**src/hdl/axil_mon_params.svh**
```systemverilog
// AXI4-Lite monitor limits: bus widths, count width and watchdog timeouts
`ifndef AXIL_MON_PARAMS_SVH
`define AXIL_MON_PARAMS_SVH

////////////////////////////////////////////////////////////////////////////
// Observed bus geometry
////////////////////////////////////////////////////////////////////////////

// Address width of AW and AR
`define AXIL_AW 28

// Data width of W and R, strobe is one bit per byte
`define AXIL_DW 32

////////////////////////////////////////////////////////////////////////////
// Monitor sizing
////////////////////////////////////////////////////////////////////////////

// Width of the outstanding counts and of every watchdog counter
`define MON_LGDEPTH 4

// Cycles a request may sit with VALID high and READY low
`define MON_MAXWAIT 12
// Cycles a response may sit with VALID high and READY low
`define MON_MAXRSTALL 12
// Cycles between an accepted request and its response
`define MON_MAXDELAY 12

`endif

```
**src/hdl/axil_bus_pkg.sv**
```systemverilog
// AXI4-Lite channel types: response codes and one packed struct per channel
`include "axil_mon_params.svh"

package axil_bus_pkg;

	// BRESP and RRESP encodings
	typedef enum logic [1:0] {
		OKAY   = 2'b00,
		EXOKAY = 2'b01,
		SLVERR = 2'b10,
		DECERR = 2'b11
	} axil_resp_e;

	// Write address channel
	typedef struct packed {
		logic                valid;
		logic                ready;
		logic [`AXIL_AW-1:0] addr;
	} axil_aw_t;

	// Write data channel
	typedef struct packed {
		logic                  valid;
		logic                  ready;
		logic [`AXIL_DW-1:0]   data;
		logic [`AXIL_DW/8-1:0] strb;
	} axil_w_t;

	// Write response channel
	typedef struct packed {
		logic       valid;
		logic       ready;
		axil_resp_e resp;
	} axil_b_t;

	// Read address channel
	typedef struct packed {
		logic                valid;
		logic                ready;
		logic [`AXIL_AW-1:0] addr;
	} axil_ar_t;

	// Read data channel
	typedef struct packed {
		logic                valid;
		logic                ready;
		axil_resp_e          resp;
		logic [`AXIL_DW-1:0] data;
	} axil_r_t;

	// Whole link as seen by the monitor
	typedef struct packed {
		axil_aw_t aw;
		axil_w_t  w;
		axil_b_t  b;
		axil_ar_t ar;
		axil_r_t  r;
	} axil_bus_t;

endpackage

```
**src/hdl/axil_mon_pkg.sv**
```systemverilog
// Monitor result types: outstanding counts, fault flag groups and fault codes
`include "axil_mon_params.svh"

package axil_mon_pkg;

	// Outstanding transactions per direction
	typedef struct packed {
		logic [`MON_LGDEPTH-1:0] awr;
		logic [`MON_LGDEPTH-1:0] wr;
		logic [`MON_LGDEPTH-1:0] rd;
	} mon_counts_t;

	// Protocol rule violations, first field is highest priority
	typedef struct packed {
		logic reset_valid;
		logic aw_unstable;
		logic w_unstable;
		logic ar_unstable;
		logic b_unstable;
		logic r_unstable;
		logic exokay;
		logic b_noreq;
		logic r_noreq;
		logic overflow;
	} rule_faults_t;

	// Watchdog timeouts, ranked below every rule fault
	typedef struct packed {
		logic aw_stall;
		logic w_stall;
		logic ar_stall;
		logic b_stall;
		logic r_stall;
		logic wr_delay;
		logic rd_delay;
	} stall_faults_t;

	// Logged code, order matches the flag fields above
	typedef enum logic [4:0] {
		FLT_NONE,
		FLT_RESET_VALID,
		FLT_AW_UNSTABLE,
		FLT_W_UNSTABLE,
		FLT_AR_UNSTABLE,
		FLT_B_UNSTABLE,
		FLT_R_UNSTABLE,
		FLT_EXOKAY,
		FLT_B_NOREQ,
		FLT_R_NOREQ,
		FLT_OVERFLOW,
		FLT_AW_STALL,
		FLT_W_STALL,
		FLT_AR_STALL,
		FLT_B_STALL,
		FLT_R_STALL,
		FLT_WR_DELAY,
		FLT_RD_DELAY
	} fault_code_e;

endpackage

```
**src/hdl/axil_fault_log.sv**
```systemverilog
// Fault log: priority pick, first-code latch and saturating fault-cycle count
`timescale 1ns/1ps

module axil_fault_log
	import axil_mon_pkg::*;
(
	input  logic          i_clk,
	input  logic          i_axi_reset_n,
	input  rule_faults_t  i_rule_faults,
	input  stall_faults_t i_stall_faults,
	output logic          o_fault,
	output fault_code_e   o_fault_code,
	output logic [7:0]    o_fault_count
);

	localparam int NFLT = $bits(rule_faults_t) + $bits(stall_faults_t);

	// MSB is reset_valid, LSB is rd_delay
	logic [NFLT-1:0] flags;
	fault_code_e     pick;

	assign flags = {i_rule_faults, i_stall_faults};

	// Scan up from the LSB so the highest set bit, the earliest code, wins
	always_comb
	begin
		pick = FLT_NONE;
		for (int k = 0; k < NFLT; k++)
			if (flags[k])
				pick = fault_code_e'(5'(NFLT - k));
	end

	always_ff @(posedge i_clk)
	begin
		if (!i_axi_reset_n)
		begin
			o_fault       <= 1'b0;
			o_fault_code  <= FLT_NONE;
			o_fault_count <= '0;
		end
		else if (|flags)
		begin
			o_fault <= 1'b1;
			// Keep the first code ever logged
			if (!o_fault)
				o_fault_code <= pick;
			if (o_fault_count != 8'hff)
				o_fault_count <= o_fault_count + 1'b1;
		end
	end

endmodule

```
**src/hdl/axil_monitor_top.sv**
```systemverilog
// AXI4-Lite passive monitor top: counts, rule checks, watchdogs and fault log
`timescale 1ns/1ps

module axil_monitor_top
	import axil_bus_pkg::*, axil_mon_pkg::*;
(
	input  logic        i_clk,
	input  logic        i_axi_reset_n,
	input  axil_bus_t   i_bus,
	output mon_counts_t o_counts,
	output logic        o_fault,
	output fault_code_e o_fault_code,
	output logic [7:0]  o_fault_count
);

	mon_counts_t   counts;
	logic          overflow;
	rule_faults_t  chk_faults;
	rule_faults_t  log_faults;
	stall_faults_t stall_faults;

	// Outstanding counts feed both checkers
	axil_txn_counter axil_txn_counter_inst (
		.i_clk         (i_clk),
		.i_axi_reset_n (i_axi_reset_n),
		.i_bus         (i_bus),
		.o_counts      (counts),
		.o_overflow    (overflow)
	);

	axil_rule_check axil_rule_check_inst (
		.i_clk         (i_clk),
		.i_axi_reset_n (i_axi_reset_n),
		.i_bus         (i_bus),
		.i_counts      (counts),
		.o_rule_faults (chk_faults)
	);

	axil_stall_watch axil_stall_watch_inst (
		.i_clk          (i_clk),
		.i_axi_reset_n  (i_axi_reset_n),
		.i_bus          (i_bus),
		.i_counts       (counts),
		.o_stall_faults (stall_faults)
	);

	// Overflow rides in the rule group
	always_comb
	begin
		log_faults          = chk_faults;
		log_faults.overflow = overflow;
	end

	axil_fault_log axil_fault_log_inst (
		.i_clk          (i_clk),
		.i_axi_reset_n  (i_axi_reset_n),
		.i_rule_faults  (log_faults),
		.i_stall_faults (stall_faults),
		.o_fault        (o_fault),
		.o_fault_code   (o_fault_code),
		.o_fault_count  (o_fault_count)
	);

	assign o_counts = counts;

endmodule

```
**src/hdl/axil_rule_check.sv**
```systemverilog
// Protocol rule checker: reset VALIDs, payload stability, EXOKAY and orphan responses
`timescale 1ns/1ps

module axil_rule_check
	import axil_bus_pkg::*, axil_mon_pkg::*;
(
	input  logic         i_clk,
	input  logic         i_axi_reset_n,
	input  axil_bus_t    i_bus,
	input  mon_counts_t  i_counts,
	output rule_faults_t o_rule_faults
);

	// Bus as it was last cycle
	axil_bus_t prev_q;
	// High in the first cycle after reset is released
	logic      in_reset_q;

	logic any_valid;

	// Stalled last cycle, now VALID dropped or payload moved
	function automatic logic unstable(
		input logic was_valid,
		input logic was_ready,
		input logic now_valid,
		input logic changed
	);
		return was_valid && !was_ready && (!now_valid || changed);
	endfunction

	////////////////////////////////////////////////////////////////////////////
	// History
	////////////////////////////////////////////////////////////////////////////

	always_ff @(posedge i_clk)
	begin
		if (!i_axi_reset_n)
		begin
			prev_q     <= '0;
			in_reset_q <= 1'b1;
		end
		else
		begin
			prev_q     <= i_bus;
			in_reset_q <= 1'b0;
		end
	end

	assign any_valid = i_bus.aw.valid || i_bus.w.valid || i_bus.b.valid
		|| i_bus.ar.valid || i_bus.r.valid;

	////////////////////////////////////////////////////////////////////////////
	// Rule flags
	////////////////////////////////////////////////////////////////////////////

	always_comb
	begin
		// Every channel must come out of reset idle
		o_rule_faults.reset_valid = in_reset_q && any_valid;

		o_rule_faults.aw_unstable = unstable(prev_q.aw.valid, prev_q.aw.ready,
			i_bus.aw.valid, i_bus.aw.addr != prev_q.aw.addr);
		// Strobe counts as payload too
		o_rule_faults.w_unstable = unstable(prev_q.w.valid, prev_q.w.ready,
			i_bus.w.valid,
			(i_bus.w.data != prev_q.w.data) || (i_bus.w.strb != prev_q.w.strb));
		o_rule_faults.ar_unstable = unstable(prev_q.ar.valid, prev_q.ar.ready,
			i_bus.ar.valid, i_bus.ar.addr != prev_q.ar.addr);
		o_rule_faults.b_unstable = unstable(prev_q.b.valid, prev_q.b.ready,
			i_bus.b.valid, i_bus.b.resp != prev_q.b.resp);
		o_rule_faults.r_unstable = unstable(prev_q.r.valid, prev_q.r.ready,
			i_bus.r.valid,
			(i_bus.r.resp != prev_q.r.resp) || (i_bus.r.data != prev_q.r.data));

		// No exclusive access on AXI4-Lite
		o_rule_faults.exokay = (i_bus.b.valid && i_bus.b.resp == EXOKAY)
			|| (i_bus.r.valid && i_bus.r.resp == EXOKAY);

		// B needs both halves of a write accepted
		o_rule_faults.b_noreq = i_bus.b.valid && (i_counts.awr == '0 || i_counts.wr == '0);
		o_rule_faults.r_noreq = i_bus.r.valid && (i_counts.rd == '0);

		// Filled in from the counter at the top level
		o_rule_faults.overflow = 1'b0;
	end

endmodule

```
**src/hdl/axil_stall_watch.sv**
```systemverilog
// Watchdogs for request stalls, response stalls and request-to-response delay
`timescale 1ns/1ps
`include "axil_mon_params.svh"

module axil_stall_watch
	import axil_bus_pkg::*, axil_mon_pkg::*;
(
	input  logic          i_clk,
	input  logic          i_axi_reset_n,
	input  axil_bus_t     i_bus,
	input  mon_counts_t   i_counts,
	output stall_faults_t o_stall_faults
);

	typedef logic [`MON_LGDEPTH-1:0] cnt_t;

	// Limits sized to the counter width
	localparam cnt_t MAXWAIT   = `MON_MAXWAIT;
	localparam cnt_t MAXRSTALL = `MON_MAXRSTALL;
	localparam cnt_t MAXDELAY  = `MON_MAXDELAY;

	cnt_t aw_cnt;
	cnt_t w_cnt;
	cnt_t ar_cnt;
	cnt_t b_cnt;
	cnt_t r_cnt;
	cnt_t wr_dly_cnt;
	cnt_t rd_dly_cnt;

	// Clear, else count up and hold at the limit so the flag stays high
	function automatic cnt_t step(input cnt_t cnt, input logic clr, input cnt_t lim);
		cnt_t res;
		res = cnt;
		if (clr)
			res = '0;
		else if (cnt < lim)
			res = cnt + 1'b1;
		return res;
	endfunction

	////////////////////////////////////////////////////////////////////////////
	// Watchdog counters
	////////////////////////////////////////////////////////////////////////////

	always_ff @(posedge i_clk)
	begin
		if (!i_axi_reset_n)
		begin
			aw_cnt     <= '0;
			w_cnt      <= '0;
			ar_cnt     <= '0;
			b_cnt      <= '0;
			r_cnt      <= '0;
			wr_dly_cnt <= '0;
			rd_dly_cnt <= '0;
		end
		else
		begin
			// A pending B backs up the write side, so no AW or W stall then
			// AW ahead of W is the slave waiting for data, not a stall
			aw_cnt <= step(aw_cnt, !i_bus.aw.valid || i_bus.aw.ready || i_bus.b.valid
				|| (i_counts.awr >= i_counts.wr && !i_bus.w.valid), MAXWAIT);
			// Mirror of AW with the channels swapped
			w_cnt <= step(w_cnt, !i_bus.w.valid || i_bus.w.ready || i_bus.b.valid
				|| (i_counts.wr >= i_counts.awr && !i_bus.aw.valid), MAXWAIT);
			// Read address may wait behind a pending R
			ar_cnt <= step(ar_cnt, !i_bus.ar.valid || i_bus.ar.ready || i_bus.r.valid,
				MAXWAIT);
			// Responses held off by the master
			b_cnt <= step(b_cnt, !i_bus.b.valid || i_bus.b.ready, MAXRSTALL);
			r_cnt <= step(r_cnt, !i_bus.r.valid || i_bus.r.ready, MAXRSTALL);
			// Full write pair accepted and still no BVALID
			wr_dly_cnt <= step(wr_dly_cnt, i_bus.b.valid || i_counts.awr == '0
				|| i_counts.wr == '0, MAXDELAY);
			rd_dly_cnt <= step(rd_dly_cnt, i_bus.r.valid || i_counts.rd == '0, MAXDELAY);
		end
	end

	////////////////////////////////////////////////////////////////////////////
	// Timeout flags
	////////////////////////////////////////////////////////////////////////////

	always_comb
	begin
		o_stall_faults.aw_stall = (aw_cnt >= MAXWAIT);
		o_stall_faults.w_stall  = (w_cnt >= MAXWAIT);
		o_stall_faults.ar_stall = (ar_cnt >= MAXWAIT);
		o_stall_faults.b_stall  = (b_cnt >= MAXRSTALL);
		o_stall_faults.r_stall  = (r_cnt >= MAXRSTALL);
		o_stall_faults.wr_delay = (wr_dly_cnt >= MAXDELAY);
		o_stall_faults.rd_delay = (rd_dly_cnt >= MAXDELAY);
	end

endmodule

```
**src/hdl/axil_txn_counter.sv**
```systemverilog
// Outstanding transaction counter for AW, W and AR with overflow detection
`timescale 1ns/1ps
`include "axil_mon_params.svh"

module axil_txn_counter
	import axil_bus_pkg::*, axil_mon_pkg::*;
(
	input  logic        i_clk,
	input  logic        i_axi_reset_n,
	input  axil_bus_t   i_bus,
	output mon_counts_t o_counts,
	output logic        o_overflow
);

	// Handshakes seen this cycle
	logic aw_hs;
	logic w_hs;
	logic b_hs;
	logic ar_hs;
	logic r_hs;

	mon_counts_t counts_q;

	// Up on request, down on response, hold when both or neither
	function automatic logic [`MON_LGDEPTH-1:0] next_count(
		input logic [`MON_LGDEPTH-1:0] cnt,
		input logic                    inc,
		input logic                    dec
	);
		logic [`MON_LGDEPTH-1:0] res;
		res = cnt;
		if (inc && !dec)
			res = cnt + 1'b1;
		else if (dec && !inc)
			res = cnt - 1'b1;
		return res;
	endfunction

	assign aw_hs = i_bus.aw.valid && i_bus.aw.ready;
	assign w_hs  = i_bus.w.valid  && i_bus.w.ready;
	assign b_hs  = i_bus.b.valid  && i_bus.b.ready;
	assign ar_hs = i_bus.ar.valid && i_bus.ar.ready;
	assign r_hs  = i_bus.r.valid  && i_bus.r.ready;

	always_ff @(posedge i_clk)
	begin
		if (!i_axi_reset_n)
			counts_q <= '0;
		else
		begin
			// One B retires both an address and a data beat
			counts_q.awr <= next_count(counts_q.awr, aw_hs, b_hs);
			counts_q.wr  <= next_count(counts_q.wr, w_hs, b_hs);
			counts_q.rd  <= next_count(counts_q.rd, ar_hs, r_hs);
		end
	end

	assign o_counts = counts_q;

	// All ones means the next request would wrap
	assign o_overflow = (&counts_q.awr) || (&counts_q.wr) || (&counts_q.rd);

endmodule

```
**config.mk**
```make
export PLATFORM = sky130hd
export DESIGN_NAME = axil_monitor_top
export DESIGN_NICKNAME = d
export VERILOG_FILES = /design/src/hdl/axil_bus_pkg.sv /design/src/hdl/axil_mon_pkg.sv /design/src/hdl/axil_fault_log.sv /design/src/hdl/axil_monitor_top.sv /design/src/hdl/axil_rule_check.sv /design/src/hdl/axil_stall_watch.sv /design/src/hdl/axil_txn_counter.sv
export VERILOG_INCLUDE_DIRS = /design/src /design/src/hdl
export SDC_FILE = /design/constraint.sdc
export NUM_CORES = 1
export LEC_CHECK = 0
export BUFFER_PORTS_ARGS = -buffer_cell sky130_fd_sc_hd__buf_2
export CORE_MARGIN = 10
export CORE_UTILIZATION = 49
export CTS_CLUSTER_SIZE = 28
export DETAILED_ROUTE_END_ITERATION = 10
export HOLD_SLACK_MARGIN = 0.03
export MAX_ROUTING_LAYER = met4
export PLACE_DENSITY = 0.72
export SLEW_MARGIN = 40
export SYNTH_ARGS = -nofsm -noshare
export SYNTH_HDL_FRONTEND = slang
export SYNTH_SLANG_ARGS = --single-unit
```
**constraint.sdc**
```tcl
create_clock -name i_clk -period 2.2 [get_ports i_clk]
set_input_delay 0.33 -clock i_clk [delete_from_list [all_inputs] [get_ports i_clk]]
set_output_delay 0.33 -clock i_clk [all_outputs]
set_load 0.03 [all_outputs]
```
==> results of run 1 <==
-- metrics by stage --
stage | instances | hold WS (ps) | power, mW | area [µm²] | TNS (ps)
3_3_place_gp | 1202 | 448.5 | 5.106 | 9279 | -3106
4_1_cts | 1235 | 106.9 | 8.194 | 9933 | -468.9
2_1_floorplan | 806 | 451.7 | 4.657 | 7984 | 0
3_5_place_dp | 1202 | 448.1 | 5.133 | 9279 | -3399
5_1_grt | 1239 | 120.7 | 8.522 | 9995 | -1575
6_report | 1240 | 126.7 | 8.127 | 9997 | -305.2
-- repair_timing --
item / CTS / global route
cloned: 0 / 0
endpoints found under the setup margin: 13 / 18
setup buffers: 1 / 2
gates resized for setup: 12 / 11
pin swaps: 11 / 14
-- final timing paths --
path                                                          start                                   end  slack, ps  cells past startpoint
worst min-delay path                                      i_bus[36]       axil_rule_check_inst.prev_q[36]        130                      2
worst max-delay path                axil_rule_check_inst.prev_q[55]  axil_fault_log_inst.o_fault_count[6]        -60                     10
worst min register to register  axil_fault_log_inst.o_fault_code[1]   axil_fault_log_inst.o_fault_code[1]        460                      2
worst max register to register      axil_rule_check_inst.prev_q[55]  axil_fault_log_inst.o_fault_count[6]        -60                     10
-- layer usage --
metal	vias up	GRT usage (%)
met1	2758	20.98
met2	134	25.02
met5	-	-
met4	0	5.649
met3	18	4.426
li1	3096	-
-- cell usage after synthesis (3+ instances only) --
| library cell | count | area [µm²] |
|---|---|---|
| mux2i_1 | 9 | 90.09 |
| inv_1 | 13 | 48.80 |
| nand2_1 | 43 | 161.4 |
| xor2_1 | 69 | 604.3 |
| nand3_1 | 17 | 85.08 |
| xnor2_1 | 74 | 648.1 |
| nor4_1 | 21 | 131.4 |
| o21ai_0 | 6 | 30.03 |
| nand4_1 | 26 | 162.7 |
| a21oi_1 | 25 | 125.1 |
| o21ai_1 | 4 | 20.02 |
| and2_1 | 141 | 882.1 |
| clkbuf_1 | 18 | 67.56 |
| a21o_1 | 3 | 22.52 |
| nand2b_1 | 13 | 81.33 |
| fa_1 | 3 | 60.06 |
| nor2_1 | 44 | 165.2 |
| a31oi_1 | 10 | 62.56 |
| dfxtp_1 | 193 | 3864 |
| ha_1 | 21 | 262.8 |
| nor3_1 | 11 | 55.05 |
| or3_1 | 8 | 50.05 |
-- state kept, by name, indices dropped and copies added (netlist names) --
signal / cells
axil_fault_log_inst.o_fault: 1
axil_fault_log_inst.o_fault_code: 5
axil_fault_log_inst.o_fault_count: 8
axil_rule_check_inst.in_reset_q: 1
axil_rule_check_inst.prev_q: 138
axil_stall_watch_inst.ar_cnt: 4
axil_stall_watch_inst.aw_cnt: 4
axil_stall_watch_inst.b_cnt: 4
axil_stall_watch_inst.r_cnt: 4
axil_stall_watch_inst.rd_dly_cnt: 4
axil_stall_watch_inst.w_cnt: 4
axil_stall_watch_inst.wr_dly_cnt: 4
axil_txn_counter_inst.o_counts: 12
-- power by group through the flow --
| stage | clock network [mW] | registers [mW] | logic, mW |
|---|---|---|---|
| 2_1_floorplan | 0 | 3.99 | 0.666 |
| 3_3_place_gp | 0 | 3.88 | 1.23 |
| 3_5_place_dp | 0 | 3.88 | 1.25 |
| 4_1_cts | 3.11 | 3.80 | 1.28 |
| 5_1_grt | 3.24 | 3.82 | 1.46 |
| 6_report | 3.03 | 3.80 | 1.29 |
-- cells by family after synthesis --
kind of cell | count (synthesis) | synth area share [%]
flip-flops | 193 | 48.42
adder cells (fa/ha/maj) | 24 | 4.046
XOR/XNOR | 143 | 15.70
buffers and inverters | 34 | 1.850
multiplexers | 9 | 1.129
AO/OA/AOI/OAI | 66 | 5.238
AND/OR/NAND/NOR | 337 | 23.62
-- cell type report --
type	count	area [µm²]
diodes	4	10.01
clock buffers	23	489.2
clock inverters	9	96.34
fillers	1394	5946
inverters	13	48.80
multi-input cells	579	4065
flip-flops and latches	193	3871
well taps	216	270.3
repair buffers	203	1146
==> results.tsv, run 1 <==
stage	metric	value	unit
global_route	first-pass GRT wire length	28700	µm
detailed_routing	WL/cell	14.18	µm
detailed_routing	via count	6006	
cells_and_area	Final Util	62.71	%
pwr	Peak VDD IR	0.6174	mV
clock_tree	Max clock buf depth	2	
detailed_routing	M1 WL	8626	µm
pwr	Seq pwr share	46.8	%
critical_path	Setup Crit Path Kind	register to register	
sta	Final Skew	8.863	ps
sta	Worst-Margin Slew	584.8	ps
place	GPL Wtd Cong	0.8187	
die	DIE WIDTH	147.6	µm
synthesis	syn_area_per_cell	9.899	µm²
synthesis	Synth warnings	0	
pwr	Clk pwr share	37.3	%
synthesis	Post-Synthesis Cell Area	7979	µm²
clock_tree	CTS buffer count	17	
clock_tree	# hold bufs at CTS	0	
cells_and_area	Nets	1171	
critical_path	Worst setup SP type	register	
synthesis	Seq/Total Area, Yosys	48.42	%
pwr	Comb pwr share	15.9	%
die	initial core utilization	50.05	%
global_route	grt ovf	0	
synthesis	Mapped Cells	806	
sta	Fmax	442.9	MHz
cells_and_area	synthesis-to-layout area growth	25.29	%
critical_path	CP endpoint kind	register	
critical_path	Buf/Inv on CP	2	
detailed_routing	final WL	17580	µm
global_route	initial antenna violation count	3	
die	Site Rows	46	
critical_path	largest delay contributor family on the critical path	simple AND/OR/NAND/NOR gates	
sta	min cycle time layout	2258	ps
global_route	Total GRT Usage	16.53	%
pwr	sw frac	25.73	%
run	max_cap viols	0	
clock_tree	H-Tree Depth	4	
pwr	P per Cell Area	813.0	nW/µm²
die	die area	21790	µm²
critical_path	Crit Path Max Fanout	8	
place	HPWL after detailed placement	13360	µm
sta	Tcrit/Tclk final	102.6	%
synthesis	Mapped Nets	970	
synthesis	Yosys reg bits	193	
place	IO Port Bufs	165	
clock_tree	Root Buffer	clkbuf_16	
synthesis	Post-synth top flop	dfxtp_1	
sta	setup ws final	-57.96	ps
sta	Slew Limit Fails	0	
clock_tree	CTS tree	done	
pwr	leakage power	4.315	nW
detailed_routing	DR top layer	met4	
critical_path	CP max stage delay	320	ps
cells_and_area	most frequent cells in the layout	dfxtp_1, buf_2, and2_1	
cells_and_area	share of layout cells above drive strength 1	25.29	%
global_route	vias in the first global route	5970	
critical_path	Slowest-stage cell, CP	dfxtp_2	
pwr	Power Internal	6.036	mW
detailed_routing	drt first pass iters	4	
global_route	largest net degree at the start of global routing	156	
status	violated checks	negative setup slack	
detailed_routing	ANT nets after route	0	
sta	Max-slew headroom	61.01	%
min_path	hold crit path type	primary input to register	
critical_path	Req. time, crit path	2500	ps
status	status	complete, but fails checks	
clock_tree	clk sink count	193	
clock_tree	clock slew at reported path FFs	70	ps
detailed_routing	average vias per placed instance	4.844	
die	# IOs	166	
critical_path	CP arrival	2560	ps
place	Place WS	-306.2	ps
synthesis	post-synth cell types	51	
die	total core area	15940	µm²
critical_path	CP Cell Sequence	xor2_1 > nor4_2 > nand4_1 > o311ai_2 > buf_4 > and4b_1 > and3_4 > buf_6 > o21bai_1 > o311a_1	
die	DIE HEIGHT	147.6	µm
sta	final setup fails	11	
synthesis	EDFF count, synth	0	
clock_tree	clk_lat worst skew	420	ps
sta	RSZ-0062 raised after global routing	true	
cells_and_area	commonest non-fill, non-tap cell in the layout	dfxtp_1	
detailed_routing	met2 WL	7773	µm
detailed_routing	initial DRC count	163	
pwr	switching power	2.091	mW
sta	Hold Vio Cnt, Final	0	
synthesis	asr flop ratio synth	0	%
detailed_routing	DRC Markers	0	
detailed_routing	met3 WL	944	µm
Power figures use the tool's default switching activity.
==> run 2: changes to the inputs <==
Settings changed: CORE_UTILIZATION 49 to 50, PLACE_DENSITY 0.72 to 0.7.
Clock period 2.2 ns to 2.5 ns, I/O delays scaled along.
==> run 2 against run 1 <==
The run now ends clean. Critical path type unchanged. Combinational power decreased by 19%. Non-clock buffer count is 19 lower. Critical endpoint is now axil_fault_log_inst.o_fault_count[7]. Clock skew is 3.3 ps lower. Wire length shrank 2.8%. Hold slack improved by 43 ps. Sequential power is 12% lower.
==> results.tsv, run 2 (same netlist as run 1, synthesis figures left out) <==
stage	metric	value	unit
pwr	sw frac	26.10	%
sta	setup ws final	157.6	ps
detailed_routing	via count	5855	
clock_tree	clock slew at reported path FFs	70	ps
die	# IOs	166	
clock_tree	CTS buffer count	17	
cells_and_area	share of layout cells above drive strength 1	23.08	%
critical_path	CP endpoint kind	register	
sta	Slew Limit Fails	0	
cells_and_area	synthesis-to-layout area growth	22.38	%
global_route	Total GRT Usage	16.50	%
detailed_routing	average vias per placed instance	4.795	
cells_and_area	Fillers	1435	
cells_and_area	max FFs per register	138	
sta	Final Skew	5.557	ps
pwr	Power Internal	5.251	mW
clock_tree	clk sink count	193	
global_route	initial antenna violation count	4	
cells_and_area	Sequential cell area	3865	µm²
min_path	hold depth	2	
die	total core area	15770	µm²
place	HPWL after detailed placement	13260	µm
detailed_routing	ANT nets after route	0	
die	initial core utilization	50.60	%
die	DIE HEIGHT	146.3	µm
cells_and_area	Nets	1152	
global_route	vias in the first global route	5891	
die	die area	21410	µm²
clock_tree	H-Tree Depth	4	
cells_and_area	post-route non-filler standard cell count	1221	
place	Place WS	-138.0	ps
cells_and_area	most flop-heavy register	axil_rule_check_inst.prev_q	
cells_and_area	most frequent cells in the layout	dfxtp_1, buf_2, and2_1	
critical_path	Worst setup SP type	register	
detailed_routing	initial DRC count	246	
pwr	P per Cell Area	727.7	nW/µm²
critical_path	internal reg-to-reg setup slack	160	ps
sta	min cycle time layout	2342	ps
detailed_routing	drt first pass iters	4	
pwr	Peak VDD IR	0.4850	mV
place	GPL Wtd Cong	0.8125	
sta	final setup fails	0	
place	IO Port Bufs	165	
die	DIE WIDTH	146.3	µm
pwr	Clk pwr share	38.0	%
critical_path	CP arrival	2650	ps
sta	Fmax	426.9	MHz
detailed_routing	DRC Markers	0	
global_route	first-pass GRT wire length	28190	µm
detailed_routing	WL/cell	14.00	µm
pwr	leakage power	4.220	nW
sta	Hold Vio Cnt, Final	0	
critical_path	Crit Path Max Fanout	8	
pwr	switching power	1.855	mW
clock_tree	Setup Fix Bufs, Post-CTS	0	
clock_tree	Max clock buf depth	2	
sta	Worst-Margin Slew	433.4	ps
sta	Tcrit/Tclk final	93.70	%
critical_path	Req. time, crit path	2800	ps
cells_and_area	commonest non-fill, non-tap cell in the layout	dfxtp_1	
global_route	grt ovf	0	
cells_and_area	area used by multi-input combinational logic	4018	µm²
min_path	hold crit path type	primary input to register	
critical_path	Worst Reg-to-Reg Cells	9	
clock_tree	clk_lat worst skew	420	ps
detailed_routing	final WL	17090	µm
status	status	completed	
clock_tree	# hold bufs at CTS	0	
run	max_cap viols	0	
pwr	Seq pwr share	47.2	%
global_route	largest net degree at the start of global routing	54	
die	Site Rows	46	
sta	Max-slew headroom	70.80	%
pwr	Comb pwr share	14.8	%
clock_tree	CTS tree	done	
clock_tree	Root Buffer	clkbuf_16	
place	DP Cell Count	1185	
critical_path	Setup Crit Path Kind	register to register	
[run 2: cell count changes in the layout (fill, tap and decap cells not counted), moves of 2 or more]
cell / previous run / this run
clkbuf_8: 2 / 0
clkbuf_1: 3 / 1
clkinvlp_4: 3 / 0
dfxtp_2: 3 / 1
buf_12: 2 / 0
a21oi_2: 2 / 0
clkinv_2: 0 / 4
a21oi_1: 23 / 25
buf_4: 35 / 20
buf_6: 2 / 0
inv_6: 3 / 6
dfxtp_1: 189 / 192
[run 2: path summary, 6_finish.rpt]
check                                                          from                                   end
worst min-delay path                                      i_bus[50]       axil_rule_check_inst.prev_q[50]
worst max register to register      axil_rule_check_inst.prev_q[78]  axil_fault_log_inst.o_fault_count[7]
worst max-delay path                axil_rule_check_inst.prev_q[78]  axil_fault_log_inst.o_fault_count[7]
worst min register to register  axil_fault_log_inst.o_fault_code[1]   axil_fault_log_inst.o_fault_code[1]
[run 2: final cells by class]
class	count	share of cell area [%]
tap	216	2.768
inverter	13	0.4997
sequential	193	39.58
antenna	4	0.1025
multi-input combinational	579	41.15
clock inverter	14	1.563
timing repair buffer	184	9.944
clock buffer	18	4.395
[run 2: worst max-delay path, cell delays in order, from the launching register on]
cell	delay, ps
dfxtp_1	310
xor2_1	160
nor4_2	290
nand4_1	180
o311a_1	460
nor3_2	210
and3_2	260
buf_4	170
nor4b_1	70
mux2i_1	120
[run 2: through the flow]
| step | total power, mW | hold WS [ps] | instance area [µm²] | TNS, ps | utilization [%] |
|---|---|---|---|---|---|
| final | 7.106 | 170.0 | 9764 | 0 | 61.92 |
| after global routing | 7.472 | 156.7 | 9764 | -8.826 | 61.92 |
| after CTS | 7.176 | 152.8 | 9703 | 0 | 61.53 |
| after detailed placement | 4.473 | 457.7 | 9121 | -1015 | 57.84 |
| after global placement | 4.447 | 448.8 | 9121 | -799.1 | 57.84 |
| after floorplan | 4.096 | 459.1 | 7979 | 0 | - |
[run 2: power by group through the flow]
stage / Sequential (mW) / Clock, mW / Combinational [mW]
global placement: 3.41 / 0 / 1.03
floorplan: 3.51 / 0 / 0.586
global route: 3.37 / 2.92 / 1.18
CTS: 3.35 / 2.77 / 1.06
detailed placement: 3.42 / 0 / 1.05
finish: 3.35 / 2.70 / 1.05
[run 2: what timing repair did]
item | CTS | global route
hold endpoints to repair | 0 | 0
setup endpoints to repair | 0 | 11
gates resized for setup | 0 | 10
[run 2: layer usage]
layer / GRT usage [%] / wire, µm / up-vias
met5: - / 0 / -
met4: 6.306 / 312 / 0
met3: 5.037 / 958 / 24
met2: 24.89 / 7667 / 129
met1: 20.38 / 8154 / 2631
li1: - / - / 3071
==> run 3: changes to the inputs <==
Settings changed: CORE_ASPECT_RATIO set to 0.7, MAX_ROUTING_LAYER met4 to unset.
==> run 3 against run 2 <==
Via count shrank 0.20%. Final cell count shrank 2.0%. Sequential share of layout area is essentially flat. Worst setup slack lost 3.8 ps. First-iteration DRC count grew 21%. Total power grew 1.6%. Final area shrank 0.12%. Critical endpoint is now axil_fault_log_inst.o_fault_code[1]. Largest cell class unchanged. Highest routed layer is now met5.
==> results.tsv, run 3 (same netlist as run 1, synthesis figures left out) <==
stage	metric	value	unit
die	total core area	15550	µm²
die	DIE WIDTH	171.0	µm
cells_and_area	max FFs per register	138	
critical_path	CP endpoint kind	register	
sta	Worst-Margin Slew	667.8	ps
detailed_routing	final WL	17700	µm
detailed_routing	WL/cell	14.79	µm
pwr	sw frac	25.11	%
detailed_routing	via count	5843	
clock_tree	Max clock buf depth	2	
detailed_routing	average vias per placed instance	4.881	
die	# IOs	166	
sta	Tcrit/Tclk final	93.85	%
pwr	leakage power	4.202	nW
status	status	completed	
min_path	hold depth	2	
pwr	Clk pwr share	39.0	%
global_route	Total GRT Usage	16.58	%
sta	RSZ-0062 raised after global routing	false	
pwr	Comb pwr share	14.3	%
global_route	vias in the first global route	5847	
cells_and_area	share of layout cells above drive strength 1	22.39	%
cells_and_area	Fillers	1348	
cells_and_area	synthesis-to-layout area growth	22.24	%
clock_tree	Root Buffer	clkbuf_16	
sta	Max-slew headroom	55.48	%
pwr	P per Cell Area	740.3	nW/µm²
run	max_cap viols	0	
global_route	largest net degree at the start of global routing	85	
sta	Hold Vio Cnt, Final	0	
clock_tree	clk_lat worst skew	420	ps
place	GPL Wtd Cong	0.8136	
sta	hold_ws	178.8	ps
clock_tree	CTS buffer count	17	
cells_and_area	Nets	1148	
detailed_routing	initial DRC count	297	
min_path	Hold Path End	axil_rule_check_inst.prev_q[86]	
critical_path	Crit Path Max Fanout	11	
cells_and_area	most frequent cells in the layout	dfxtp_1, buf_2, and2_1	
critical_path	CP arrival	2630	ps
die	Site Rows	38	
min_path	hold crit path type	primary input to register	
critical_path	FF-to-FF End	axil_fault_log_inst.o_fault_code[1]	
global_route	grt ovf	0	
clock_tree	CTS tree	done	
detailed_routing	DRC Markers	0	
sta	setup_tns	0	ps
clock_tree	Setup Fix Bufs, Post-CTS	0	
clock_tree	clk sink count	193	
cells_and_area	most flop-heavy register	axil_rule_check_inst.prev_q	
cells_and_area	area used by multi-input combinational logic	4003	µm²
critical_path	internal reg-to-reg setup slack	150	ps
detailed_routing	drt first pass iters	4	
place	IO Port Bufs	165	
pwr	Power Internal	5.407	mW
min_path	worst hold start	i_bus[86]	
detailed_routing	ANT nets after route	0	
critical_path	Setup Crit Path Kind	register to register	
critical_path	Worst setup SP type	register	
place	HPWL after detailed placement	13490	µm
pwr	switching power	1.813	mW
sta	Fmax	426.2	MHz
critical_path	RR Startpoint	axil_rule_check_inst.prev_q[91]	
sta	min cycle time layout	2346	ps
clock_tree	H-Tree Depth	4	
global_route	initial antenna violation count	4	
clock_tree	clock slew at reported path FFs	70	ps
critical_path	Worst Reg-to-Reg Cells	11	
die	initial core utilization	51.32	%
die	die area	21490	µm²
cells_and_area	commonest non-fill, non-tap cell in the layout	dfxtp_1	
pwr	Peak VDD IR	0.4714	mV
sta	Final Skew	11.05	ps
sta	Slew Limit Fails	0	
sta	final setup fails	0	
die	DIE HEIGHT	125.7	µm
cells_and_area	Sequential cell area	3865	µm²
critical_path	Req. time, crit path	2780	ps
global_route	first-pass GRT wire length	29170	µm
pwr	Seq pwr share	46.6	%
## run 3: metal layers
metal / global-route usage [%] / wire length [µm]
met5: 0 / 50
met4: 4.182 / 185
met3: 6.554 / 1440
met2: 24.14 / 7340
met1: 22.41 / 8681
## run 3: what timing repair did
| action | in CTS | in global routing |
|---|---|---|
| hold buffers | 0 | 0 |
| endpoints found under the setup margin | 1 | 10 |
| gates resized for setup | 0 | 7 |
| pin swaps | 1 | 3 |
| gates cloned | 0 | 0 |
## run 3: worst max path at each step
stage,slack (ps),endpoint,depth (start not counted),startpoint
6_report,150,axil_fault_log_inst.o_fault_code[1],11,axil_rule_check_inst.prev_q[91]
5_1_grt,9,axil_fault_log_inst.o_fault_count[1],10,axil_rule_check_inst.prev_q[91]
4_1_cts,30,axil_fault_log_inst.o_fault_count[1],9,axil_rule_check_inst.prev_q[79]
3_5_place_dp,-180,axil_fault_log_inst.o_fault_count[1],11,i_bus[89]
3_3_place_gp,-80,axil_fault_log_inst.o_fault_count[0],11,i_bus[89]
2_1_floorplan,90,axil_stall_watch_inst.w_cnt[2],9,axil_txn_counter_inst.o_counts[9]
## run 3: through the flow
step | utilization (%) | setup slack, ps | cells | area (µm²) | power, mW
after detailed placement | 58.51 | -176.3 | 1165 | 9096 | 4.466
after global routing | 62.72 | 8.662 | 1196 | 9751 | 7.570
after floorplan | - | 93.99 | 806 | 7979 | 4.096
after CTS | 62.48 | 29.43 | 1196 | 9714 | 7.295
after global placement | 58.51 | -84.48 | 1165 | 9096 | 4.447
final | 62.73 | 153.7 | 1197 | 9753 | 7.220
## run 3: final cells by class
| cell class | count | area share [%] |
|---|---|---|
| multi-input combinational | 579 | 41.04 |
| tap | 200 | 2.566 |
| clock buffer | 20 | 4.785 |
| antenna | 1 | 0.02566 |
| inverter | 13 | 0.5003 |
| sequential | 193 | 39.63 |
| clock inverter | 11 | 1.552 |
| timing repair buffer | 180 | 9.904 |
## run 3: critical path, stage by stage, from the launching register on
cell and delay [ps]:
dfxtp_1 310, xor2_1 150, nor4_1 290, buf_4 170
nand4_1 120, o311a_1 420, nor3_2 150, and3_4 220
buf_12 130, buf_12 110, nor2_4 30, mux2i_1 120
## run 3: power by group through the flow
stage                     Clock (mW)  Combinational [mW]  Sequential, mW
after floorplan                    0               0.586            3.51
after global placement             0                1.01            3.43
after detailed placement           0                1.03            3.44
after CTS                       2.89                1.04            3.37
after global routing            3.01                1.17            3.39
final                           2.82                1.03            3.37
